## src/div_service_config.svh

```systemverilog
`ifndef DIV_SERVICE_CONFIG_SVH
`define DIV_SERVICE_CONFIG_SVH

// Operand widths, the divisor width is also the quotient and remainder width
`define DIV_DIVIDEND_W 16
`define DIV_DIVISOR_W 8

// Anti-diagonals of approximate cells in the approximate lane
`define DIV_APPROX_DEPTH 4

// Sequence tag width
`define DIV_TAG_W 4

// Shared result queue entries
`define DIV_QUEUE_DEPTH 8

`endif

```

## src/div_arith_pkg.sv

```systemverilog
`default_nettype none

`include "div_service_config.svh"

package div_arith_pkg;

  typedef logic [`DIV_DIVIDEND_W-1:0] div_dividend_t;
  typedef logic [`DIV_DIVISOR_W-1:0] div_divisor_t;

  typedef struct packed {
    logic [`DIV_DIVISOR_W-1:0] quotient;
    logic [`DIV_DIVISOR_W-1:0] remainder;
  } div_quot_rem_t;

  typedef struct packed {
    logic [`DIV_DIVISOR_W-1:0] fault_code;
    logic [`DIV_DIVISOR_W-1:0] dividend_hi;
  } div_fault_t;

  // One result word, read as a fault record when the fault flag is set
  typedef union packed {
    div_quot_rem_t qr;
    div_fault_t    fault;
  } div_result_u;

  localparam logic [`DIV_DIVISOR_W-1:0] DIV_FAULT_ZERO = 'd1;

endpackage

`default_nettype wire

```

## src/div_bus_pkg.sv

```systemverilog
`default_nettype none

`include "div_service_config.svh"

package div_bus_pkg;

  // Which divider lane served a request
  typedef enum logic {
    LANE_EXACT  = 1'b0,
    LANE_APPROX = 1'b1
  } lane_id_e;

  typedef logic [`DIV_TAG_W-1:0] div_tag_t;

endpackage

`default_nettype wire

```

## src/div_array_tri.sv

```systemverilog
`timescale 1ns/1ps
`default_nettype none

`include "div_service_config.svh"

module div_array_tri #(
  parameter int APPROX_DEPTH = 0
) (
  input  wire  [`DIV_DIVIDEND_W-1:0] dividend,
  input  wire  [`DIV_DIVISOR_W-1:0]  divisor,
  output logic [`DIV_DIVISOR_W-1:0]  quotient,
  output logic [`DIV_DIVISOR_W-1:0]  remainder
);

  localparam int N = `DIV_DIVISOR_W;

  // Per-cell minuend, restored output and borrow chain, indexed [row][column]
  wire [N-1:0][N-1:0] cell_x;
  wire [N-1:0][N-1:0] cell_r;
  wire [N-1:0][N:0]   cell_b;
  wire [N-1:0]        top_bit;
  wire [N-1:0]        q_bit;

  for (genvar k = 0; k < N; k++) begin : g_row
    assign cell_b[k][0] = 1'b0;

    if (k == N - 1) begin : g_first
      assign top_bit[k] = dividend[2*N-1];
      for (genvar j = 0; j < N; j++) begin : g_in
        assign cell_x[k][j] = dividend[k+j];
      end
    end else begin : g_next
      // Shift in the next dividend bit under the previous partial remainder
      assign top_bit[k]   = cell_r[k+1][N-1];
      assign cell_x[k][0] = dividend[k];
      for (genvar j = 1; j < N; j++) begin : g_in
        assign cell_x[k][j] = cell_r[k+1][j-1];
      end
    end

    assign q_bit[k] = top_bit[k] | ~cell_b[k][N];

    for (genvar j = 0; j < N; j++) begin : g_col
      wire cell_diff;

      if (k + j < APPROX_DEPTH) begin : g_approx
        // Cheap cell, difference is dropped
        assign cell_diff      = cell_x[k][j];
        assign cell_b[k][j+1] = divisor[j] & (~cell_x[k][j] | cell_b[k][j]);
      end else begin : g_exact
        assign cell_diff      = cell_x[k][j] ^ divisor[j] ^ cell_b[k][j];
        assign cell_b[k][j+1] = (~cell_x[k][j] & divisor[j]) |
                                (~(cell_x[k][j] ^ divisor[j]) & cell_b[k][j]);
      end

      assign cell_r[k][j] = q_bit[k] ? cell_diff : cell_x[k][j];
    end
  end

  assign quotient  = q_bit;
  assign remainder = cell_r[0];

endmodule

`default_nettype wire

```

## src/div_lane.sv

```systemverilog
`timescale 1ns/1ps
`default_nettype none

`include "div_service_config.svh"

module div_lane import div_arith_pkg::*, div_bus_pkg::*; #(
  parameter int APPROX_DEPTH = 0
) (
  input  wire                clk,
  input  wire                arst_n,
  input  wire                in_valid,
  output logic               in_ready,
  input  wire div_dividend_t in_dividend,
  input  wire div_divisor_t  in_divisor,
  input  wire div_tag_t      in_tag,
  output logic               out_valid,
  input  wire                out_ready,
  output div_tag_t           out_tag,
  output logic               out_fault,
  output div_result_u        out_result
);

  logic          s1_valid;
  div_dividend_t s1_dividend;
  div_divisor_t  s1_divisor;
  div_tag_t      s1_tag;
  logic          s1_zero;
  div_result_u   s1_result;
  div_divisor_t  arr_quot;
  div_divisor_t  arr_rem;
  logic          s2_valid;
  logic          s2_advance;

  assign s2_advance = !s2_valid || out_ready;
  assign in_ready   = !s1_valid || s2_advance;
  assign s1_zero    = (s1_divisor == '0);

  div_array_tri #(
    .APPROX_DEPTH(APPROX_DEPTH)
  ) u_array (
    .dividend (s1_dividend),
    .divisor  (s1_divisor),
    .quotient (arr_quot),
    .remainder(arr_rem)
  );

  always_comb begin
    s1_result = '0;
    if (s1_zero) begin
      s1_result.fault.fault_code  = DIV_FAULT_ZERO;
      s1_result.fault.dividend_hi = s1_dividend[`DIV_DIVIDEND_W-1 -: `DIV_DIVISOR_W];
    end else begin
      s1_result.qr.quotient  = arr_quot;
      s1_result.qr.remainder = arr_rem;
    end
  end

  always_ff @(posedge clk or negedge arst_n) begin
    if (!arst_n) begin
      s1_valid <= 1'b0;
      s2_valid <= 1'b0;
    end else begin
      if (in_ready) begin
        s1_valid <= in_valid;
      end
      if (s2_advance) begin
        s2_valid <= s1_valid;
      end
    end
  end

  always_ff @(posedge clk) begin
    if (in_valid && in_ready) begin
      s1_dividend <= in_dividend;
      s1_divisor  <= in_divisor;
      s1_tag      <= in_tag;
    end
    if (s1_valid && s2_advance) begin
      out_tag    <= s1_tag;
      out_fault  <= s1_zero;
      out_result <= s1_result;
    end
  end

  assign out_valid = s2_valid;

endmodule

`default_nettype wire

```

## src/div_service_top.sv

```systemverilog
`timescale 1ns/1ps
`default_nettype none

`include "div_service_config.svh"

module div_service_top import div_arith_pkg::*, div_bus_pkg::*; (
  input  wire                clk,
  input  wire                arst_n,
  input  wire                req_valid,
  output logic               req_ready,
  input  wire                req_approx,
  input  wire div_dividend_t req_dividend,
  input  wire div_divisor_t  req_divisor,
  output logic               rsp_valid,
  input  wire                rsp_ready,
  output lane_id_e           rsp_lane,
  output div_tag_t           rsp_tag,
  output logic               rsp_fault,
  output div_result_u        rsp_result
);

  logic          exact_in_valid;
  logic          exact_in_ready;
  logic          approx_in_valid;
  logic          approx_in_ready;
  div_dividend_t lane_dividend;
  div_divisor_t  lane_divisor;
  div_tag_t      lane_tag;

  logic          exact_done_valid;
  logic          exact_done_ready;
  div_tag_t      exact_done_tag;
  logic          exact_done_fault;
  div_result_u   exact_done_result;
  logic          approx_done_valid;
  logic          approx_done_ready;
  div_tag_t      approx_done_tag;
  logic          approx_done_fault;
  div_result_u   approx_done_result;

  logic          wr_en;
  lane_id_e      wr_lane;
  div_tag_t      wr_tag;
  logic          wr_fault;
  div_result_u   wr_result;
  logic          full;

  req_dispatch u_dispatch (
    .clk          (clk),
    .arst_n       (arst_n),
    .req_valid    (req_valid),
    .req_ready    (req_ready),
    .req_approx   (req_approx),
    .req_dividend (req_dividend),
    .req_divisor  (req_divisor),
    .exact_valid  (exact_in_valid),
    .exact_ready  (exact_in_ready),
    .approx_valid (approx_in_valid),
    .approx_ready (approx_in_ready),
    .lane_dividend(lane_dividend),
    .lane_divisor (lane_divisor),
    .lane_tag     (lane_tag)
  );

  div_lane #(
    .APPROX_DEPTH(0)
  ) u_lane_exact (
    .clk        (clk),
    .arst_n     (arst_n),
    .in_valid   (exact_in_valid),
    .in_ready   (exact_in_ready),
    .in_dividend(lane_dividend),
    .in_divisor (lane_divisor),
    .in_tag     (lane_tag),
    .out_valid  (exact_done_valid),
    .out_ready  (exact_done_ready),
    .out_tag    (exact_done_tag),
    .out_fault  (exact_done_fault),
    .out_result (exact_done_result)
  );

  div_lane #(
    .APPROX_DEPTH(`DIV_APPROX_DEPTH)
  ) u_lane_approx (
    .clk        (clk),
    .arst_n     (arst_n),
    .in_valid   (approx_in_valid),
    .in_ready   (approx_in_ready),
    .in_dividend(lane_dividend),
    .in_divisor (lane_divisor),
    .in_tag     (lane_tag),
    .out_valid  (approx_done_valid),
    .out_ready  (approx_done_ready),
    .out_tag    (approx_done_tag),
    .out_fault  (approx_done_fault),
    .out_result (approx_done_result)
  );

  result_arbiter u_arbiter (
    .clk          (clk),
    .arst_n       (arst_n),
    .exact_valid  (exact_done_valid),
    .exact_ready  (exact_done_ready),
    .exact_tag    (exact_done_tag),
    .exact_fault  (exact_done_fault),
    .exact_result (exact_done_result),
    .approx_valid (approx_done_valid),
    .approx_ready (approx_done_ready),
    .approx_tag   (approx_done_tag),
    .approx_fault (approx_done_fault),
    .approx_result(approx_done_result),
    .wr_en        (wr_en),
    .wr_lane      (wr_lane),
    .wr_tag       (wr_tag),
    .wr_fault     (wr_fault),
    .wr_result    (wr_result),
    .full         (full)
  );

  result_queue u_queue (
    .clk       (clk),
    .arst_n    (arst_n),
    .wr_en     (wr_en),
    .wr_lane   (wr_lane),
    .wr_tag    (wr_tag),
    .wr_fault  (wr_fault),
    .wr_result (wr_result),
    .full      (full),
    .rsp_valid (rsp_valid),
    .rsp_ready (rsp_ready),
    .rsp_lane  (rsp_lane),
    .rsp_tag   (rsp_tag),
    .rsp_fault (rsp_fault),
    .rsp_result(rsp_result)
  );

endmodule

`default_nettype wire

```

## src/req_dispatch.sv

```systemverilog
`timescale 1ns/1ps
`default_nettype none

module req_dispatch import div_arith_pkg::*, div_bus_pkg::*; (
  input  wire                clk,
  input  wire                arst_n,
  input  wire                req_valid,
  output logic               req_ready,
  input  wire                req_approx,
  input  wire div_dividend_t req_dividend,
  input  wire div_divisor_t  req_divisor,
  output logic               exact_valid,
  input  wire                exact_ready,
  output logic               approx_valid,
  input  wire                approx_ready,
  output div_dividend_t      lane_dividend,
  output div_divisor_t       lane_divisor,
  output div_tag_t           lane_tag
);

  lane_id_e sel_lane;
  div_tag_t tag_q;

  assign sel_lane = req_approx ? LANE_APPROX : LANE_EXACT;

  // Only the chosen lane sees the request
  assign exact_valid  = req_valid && (sel_lane == LANE_EXACT);
  assign approx_valid = req_valid && (sel_lane == LANE_APPROX);
  assign req_ready    = (sel_lane == LANE_APPROX) ? approx_ready : exact_ready;

  assign lane_dividend = req_dividend;
  assign lane_divisor  = req_divisor;
  assign lane_tag      = tag_q;

  always_ff @(posedge clk or negedge arst_n) begin
    if (!arst_n) begin
      tag_q <= '0;
    end else if (req_valid && req_ready) begin
      tag_q <= tag_q + 1'b1;
    end
  end

endmodule

`default_nettype wire

```

## src/result_arbiter.sv

```systemverilog
`timescale 1ns/1ps
`default_nettype none

module result_arbiter import div_arith_pkg::*, div_bus_pkg::*; (
  input  wire              clk,
  input  wire              arst_n,
  input  wire              exact_valid,
  output logic             exact_ready,
  input  wire div_tag_t    exact_tag,
  input  wire              exact_fault,
  input  wire div_result_u exact_result,
  input  wire              approx_valid,
  output logic             approx_ready,
  input  wire div_tag_t    approx_tag,
  input  wire              approx_fault,
  input  wire div_result_u approx_result,
  output logic             wr_en,
  output lane_id_e         wr_lane,
  output div_tag_t         wr_tag,
  output logic             wr_fault,
  output div_result_u      wr_result,
  input  wire              full
);

  lane_id_e last_q;

  always_comb begin
    exact_ready  = 1'b0;
    approx_ready = 1'b0;
    if (!full) begin
      if (exact_valid && approx_valid) begin
        exact_ready  = (last_q == LANE_APPROX);
        approx_ready = (last_q == LANE_EXACT);
      end else begin
        exact_ready  = exact_valid;
        approx_ready = approx_valid;
      end
    end
  end

  assign wr_en     = exact_ready || approx_ready;
  assign wr_lane   = approx_ready ? LANE_APPROX : LANE_EXACT;
  assign wr_tag    = approx_ready ? approx_tag : exact_tag;
  assign wr_fault  = approx_ready ? approx_fault : exact_fault;
  assign wr_result = approx_ready ? approx_result : exact_result;

  // Starts as if the approximate lane went last, so exact wins the first tie
  always_ff @(posedge clk or negedge arst_n) begin
    if (!arst_n) begin
      last_q <= LANE_APPROX;
    end else if (wr_en) begin
      last_q <= wr_lane;
    end
  end

endmodule

`default_nettype wire

```

## src/result_queue.sv

```systemverilog
`timescale 1ns/1ps
`default_nettype none

`include "div_service_config.svh"

module result_queue import div_arith_pkg::*, div_bus_pkg::*; (
  input  wire              clk,
  input  wire              arst_n,
  input  wire              wr_en,
  input  wire lane_id_e    wr_lane,
  input  wire div_tag_t    wr_tag,
  input  wire              wr_fault,
  input  wire div_result_u wr_result,
  output logic             full,
  output logic             rsp_valid,
  input  wire              rsp_ready,
  output lane_id_e         rsp_lane,
  output div_tag_t         rsp_tag,
  output logic             rsp_fault,
  output div_result_u      rsp_result
);

  localparam int DEPTH = `DIV_QUEUE_DEPTH;
  localparam int PTR_W = $clog2(DEPTH);
  localparam logic [PTR_W-1:0] LAST_PTR = PTR_W'(DEPTH - 1);
  localparam logic [PTR_W:0] DEPTH_CNT = (PTR_W + 1)'(DEPTH);

  lane_id_e    lane_mem [DEPTH];
  div_tag_t    tag_mem [DEPTH];
  logic        fault_mem [DEPTH];
  div_result_u result_mem [DEPTH];

  logic [PTR_W-1:0] wr_ptr;
  logic [PTR_W-1:0] rd_ptr;
  logic [PTR_W:0]   count;
  logic             push;
  logic             pop;

  function automatic logic [PTR_W-1:0] next_ptr(input logic [PTR_W-1:0] ptr);
    if (ptr == LAST_PTR) begin
      return '0;
    end
    return ptr + 1'b1;
  endfunction

  assign full      = (count == DEPTH_CNT);
  assign rsp_valid = (count != '0);
  assign push      = wr_en && !full;
  assign pop       = rsp_valid && rsp_ready;

  assign rsp_lane   = lane_mem[rd_ptr];
  assign rsp_tag    = tag_mem[rd_ptr];
  assign rsp_fault  = fault_mem[rd_ptr];
  assign rsp_result = result_mem[rd_ptr];

  always_ff @(posedge clk) begin
    if (push) begin
      lane_mem[wr_ptr]   <= wr_lane;
      tag_mem[wr_ptr]    <= wr_tag;
      fault_mem[wr_ptr]  <= wr_fault;
      result_mem[wr_ptr] <= wr_result;
    end
  end

  always_ff @(posedge clk or negedge arst_n) begin
    if (!arst_n) begin
      wr_ptr <= '0;
      rd_ptr <= '0;
      count  <= '0;
    end else begin
      if (push) begin
        wr_ptr <= next_ptr(wr_ptr);
      end
      if (pop) begin
        rd_ptr <= next_ptr(rd_ptr);
      end
      case ({push, pop})
        2'b10:   count <= count + 1'b1;
        2'b01:   count <= count - 1'b1;
        default: count <= count;
      endcase
    end
  end

endmodule

`default_nettype wire

```

## config.mk

```make
export PLATFORM = sky130hd
export DESIGN_NAME = div_service_top
export DESIGN_NICKNAME = d
export VERILOG_FILES = /design/src/div_arith_pkg.sv /design/src/div_bus_pkg.sv /design/src/div_array_tri.sv /design/src/div_lane.sv /design/src/div_service_top.sv /design/src/req_dispatch.sv /design/src/result_arbiter.sv /design/src/result_queue.sv
export VERILOG_INCLUDE_DIRS = /design/src /design/src/src
export SDC_FILE = /design/constraint.sdc
export NUM_CORES = 1
export LEC_CHECK = 0
export ABC_AREA = 1
export BUFFER_PORTS_ARGS = -buffer_cell sky130_fd_sc_hd__buf_4
export CORE_MARGIN = 4
export CORE_UTILIZATION = 50
export DETAILED_ROUTE_END_ITERATION = 10
export PLACE_DENSITY = 0.78
export SLEW_MARGIN = 20
export SYNTH_ARGS = -nofsm -noshare
export SYNTH_HDL_FRONTEND = slang
export SYNTH_SLANG_ARGS = --single-unit
```

## constraint.sdc

```tcl
create_clock -name clk -period 33.6 [get_ports clk]
set_input_delay 5.04 -clock clk [delete_from_list [all_inputs] [get_ports clk]]
set_output_delay 5.04 -clock clk [all_outputs]
set_load 0.01 [all_outputs]
```

==> impl_summary.log <==
[metrics] synthesis-to-layout area growth: 10.0%
[metrics] share of the synthesized area in compound gates (AO/OA/AOI/OAI): 0.0544
[metrics] # IOs: between 50 and 60
[metrics] startpoint-to-endpoint class of the critical path: register to register
[metrics] total iterations of the first detailed-routing run: 6
[metrics] Post CTS Setup Buffer Count: 0
[metrics] Overflow after GRT: 0
[metrics] kind of cell adding the most delay to the critical path: adder cells
[metrics] total wire length: roughly 36,000 um
[metrics] syn_area_per_cell: a little over 10 um2
[metrics] clk_skew: between 0.02 and 0.025 ns
[metrics] count of antenna-violating nets left after detailed routing: 0
[metrics] floorplan die height: about 190 um
[metrics] minimum period implied by the final worst setup slack: around 28 ns
[metrics] number of standard-cell rows in the floorplan: 66
[metrics] most instantiated flip-flop cell in the synthesis netlist: edfxtp_1
[metrics] Pins Over Slew Limit: 0
[metrics] Unique masters post-synth: 40
[metrics] drt drc: 0
[metrics] wire length the detailed router placed on met1: ~15,000 um
[metrics] Sum Neg Setup Slack: 0 ns
[metrics] CTS H-tree depth: 1
[metrics] Post-CTS Hold Buffers: 0
[metrics] XOR/XNOR share of the synthesized area: 0.00313
[metrics] Mapped Cells: around 1,700
[metrics] number of global-route vias before repair: roughly 12,000
[metrics] part of the cycle the worst path needs: 0.840
[metrics] cells resized by post-CTS repair: 0
[metrics] net count after synthesis: roughly 1,800
[metrics] Required @ worst endpoint: ~34 ns
[metrics] most instantiated cells after synthesis: nand2_1 (421), edfxtp_1 (274), inv_1 (206), nor2_1 (173), nand3_1 (139)
[metrics] highest metal layer with signal wires: met4
[metrics] clock transition at the registers of the reported paths: around 0.070 ns
[metrics] number of buffers created by CTS: 29
[metrics] top cell type's share of synthesized area: 0.491
[metrics] drt via density: 5.39
[metrics] Tightest Pin Transition: ~1.1 ns
[metrics] critical path capture point type: register
[metrics] cell with the most instances after synthesis: nand2_1
[metrics] wire length per cell: about 17 um
[metrics] Critical Path AT: 28.63 ns
[metrics] RSZ-0062 raised after global routing: no
[metrics] area fraction in and, or, nand and nor cells after synthesis: 0.211
[metrics] Hold/Removal Path Class: register to register
[metrics] DR vias: between 10,000 and 15,000
[metrics] fraction of synthesized area in multiplexers: 0.00127
[metrics] initial standard-cell utilization of the core: 0.512
[metrics] Slew HR: 0.277
[metrics] top cells by area, synth: edfxtp_1 (49%), fa_1 (13%), nand2_1 (9.4%)
[metrics] area leader, netlist: edfxtp_1
[metrics] number of standard cells in the final layout excluding fillers: roughly 2,200
[metrics] amount of wire on met2 after detailed routing: around 18,000 um
[metrics] CTS max path bufs: 3
[metrics] total area of sequential cells: between 8000 and 9000 um2
[metrics] Crit path largest cell delay: 0.65 ns
[metrics] overall die width: around 190 um
[metrics] cell count after placement: approximately 2,100
[metrics] Antenna diodes: 0
[metrics] DIE AREA: approximately 37,000 um2
[metrics] area used by multi-input combinational logic: between 6000 and 7000 um2
[metrics] Max-Cap Viols: 0
[metrics] top achievable clock speed: between 30 and 40 MHz
[metrics] count of endpoints failing hold in the final timing report: 0
[metrics] result of the run: complete, no violations
[metrics] Critical-path top delay cell: fa_1
[metrics] Port Buf Inserts: between 50 and 60
[metrics] DRC violation total after the first TritonRoute iteration: 1,103
[metrics] type of element launching the critical path: register
[metrics] TritonCTS clock tree: built
[metrics] maximum fanout along the worst path: 13
[metrics] placeable core region: between 30,000 and 40,000 um2
[metrics] number of register bits inferred by synthesis: ~290
[metrics] antenna violations before repair: 0
[metrics] total global-route track usage: 0.203
[metrics] routability-driven placement congestion ratio: ~0.9
[metrics] sequential element share of the synthesized area: 0.519
[metrics] ys async rst share: 0.0648
[metrics] netlist area before placement: approximately 17,000 um2
[metrics] WL met3: approximately 2700 um
[metrics] Buffers & Inverters on Critical Path: 16
[metrics] dominant combinational cell family by area after synthesis: simple AND/OR/NAND/NOR gates
[metrics] Sink Count: around 300
[metrics] number of endpoints failing setup at the final stage: 0
[metrics] fraction of layout instances using a drive strength above 1: 0.105
[metrics] pin count of the biggest net entering global routing: between 90 and 100
[metrics] number of enable-type register cells in the synthesized netlist: around 270
[metrics] number of nets in the layout: about 1,900
[metrics] fraction of the mapped netlist area in adder cells: 0.143
[metrics] Clock Tree Root: clkbuf_16
[metrics] first-pass GRT wire length: ~60,000 um
[metrics] cell repeated most along the worst path: fa_1
[metrics] clock insertion delay at the later pin of the skew report: 0.55 ns
[metrics] Yosys warnings: 0
[metrics] DP HPWL: between 20,000 and 25,000 um
[metrics] FILL cells: approximately 2,700
cell usage in the layout, fill, tap and decap left out, types with 3 or more instances in the layout:
cell	Yosys	routed
a31oi_1	22	22
xnor2_1	3	3
o21ai_0	105	105
nand2_2	18	18
clkinv_2	0	5
clkinv_1	4	7
a21oi_1	7	6
edfxtp_1	274	274
nand2_4	8	8
bufinv_16	0	4
o21ai_1	4	4
dfrtp_1	18	17
xor2_1	3	3
inv_2	2	3
inv_1	206	205
clkbuf_16	0	29
buf_4	11	64
nor2_2	1	10
o22ai_1	23	23
nand2_1	421	421
nand4_1	5	5
nor2_1	173	164
nand3_4	10	10
fa_1	107	107
clkbuf_1	36	7
ha_1	20	20
nand3_2	12	12
nand3_1	139	139
cell type report:
| type | count | area share |
|---|---|---|
| clock inverters | 17 | 0.0117 |
| clock buffers | 36 | 0.0408 |
| multi-input cells | 1095 | 0.376 |
| flip-flops and latches | 293 | 0.472 |
| inverters | 212 | 0.0431 |
| repair buffers | 64 | 0.0260 |
| well taps | 442 | 0.0300 |
metal layers:
layer	vias up	GRT usage
met5	-	0
met4	0	0.0624
met3	89	0.0305
met2	449	0.346
met1	5589	0.271
li1	5520	-
stage by stage:
stage               worst slack [ns]  area [um2]  hold slack (ns)   util
floorplan                       6.98       16800            0.400      -
global placement                6.13       17500            0.402  0.533
detailed placement              5.42       17500            0.405  0.533
CTS                             5.35       18400            0.418  0.562
global route                    3.91       18400            0.429  0.563
finish                          5.38       18400            0.420  0.563
cell families after synthesis:
family | count (synthesis)
XOR/XNOR | 6
multiplexers | 2
buffers and inverters | 279
AND/OR/NAND/NOR | 793
adder cells (fa/ha/maj) | 127
flip-flops | 293
AO/OA/AOI/OAI | 167
worst paths after layout:
kind | from | to | slack, ns | depth (start not counted)
worst min-delay path | u_lane_approx.s1_tag[0] | u_lane_approx.out_tag[0] | 0.42 | 0
worst max-delay path | u_lane_exact.s1_divisor[0] | u_lane_exact.out_result[4] | 5.38 | 93
worst max register to register | u_lane_exact.s1_divisor[0] | u_lane_exact.out_result[4] | 5.38 | 93
min in group asynchronous | arst_n | u_queue.count[3] | 4.35 | 1
worst min register to register | u_lane_approx.s1_tag[0] | u_lane_approx.out_tag[0] | 0.42 | 0
max in group asynchronous | arst_n | u_arbiter.last_q | 28.96 | 1
worst register-to-register path: cells and delay by family, from the launching register on:
kind | cells | cell delay (ns)
fa+ha+maj | 57 | 23.85
simple gates | 20 | 2.41
buf+inv | 16 | 1.23
flops | 1 | 0.55
flip-flops by register name (all words and copies together), names as in the netlist, 3 cells and up:
| signal | cells |
|---|---|
| u_queue.tag_mem | 32 |
| u_queue.lane_mem | 8 |
| u_queue.wr_ptr | 3 |
| u_lane_approx.s1_tag | 4 |
| u_lane_exact.out_tag | 4 |
| u_dispatch.lane_tag | 4 |
| u_queue.count | 4 |
| u_lane_approx.out_tag | 4 |
| u_queue.rd_ptr | 3 |
| u_lane_exact.s1_divisor | 8 |
| u_lane_approx.s1_divisor | 8 |
| u_queue.fault_mem | 8 |
| u_lane_approx.s1_dividend | 16 |
| u_lane_exact.s1_dividend | 16 |
| u_lane_exact.out_result | 16 |
| u_lane_exact.s1_tag | 4 |
| u_queue.result_mem | 128 |
| u_lane_approx.out_result | 16 |
Power is not shown: default switching activity piles up to over one toggle a cycle in this logic, so the estimate is an artifact.
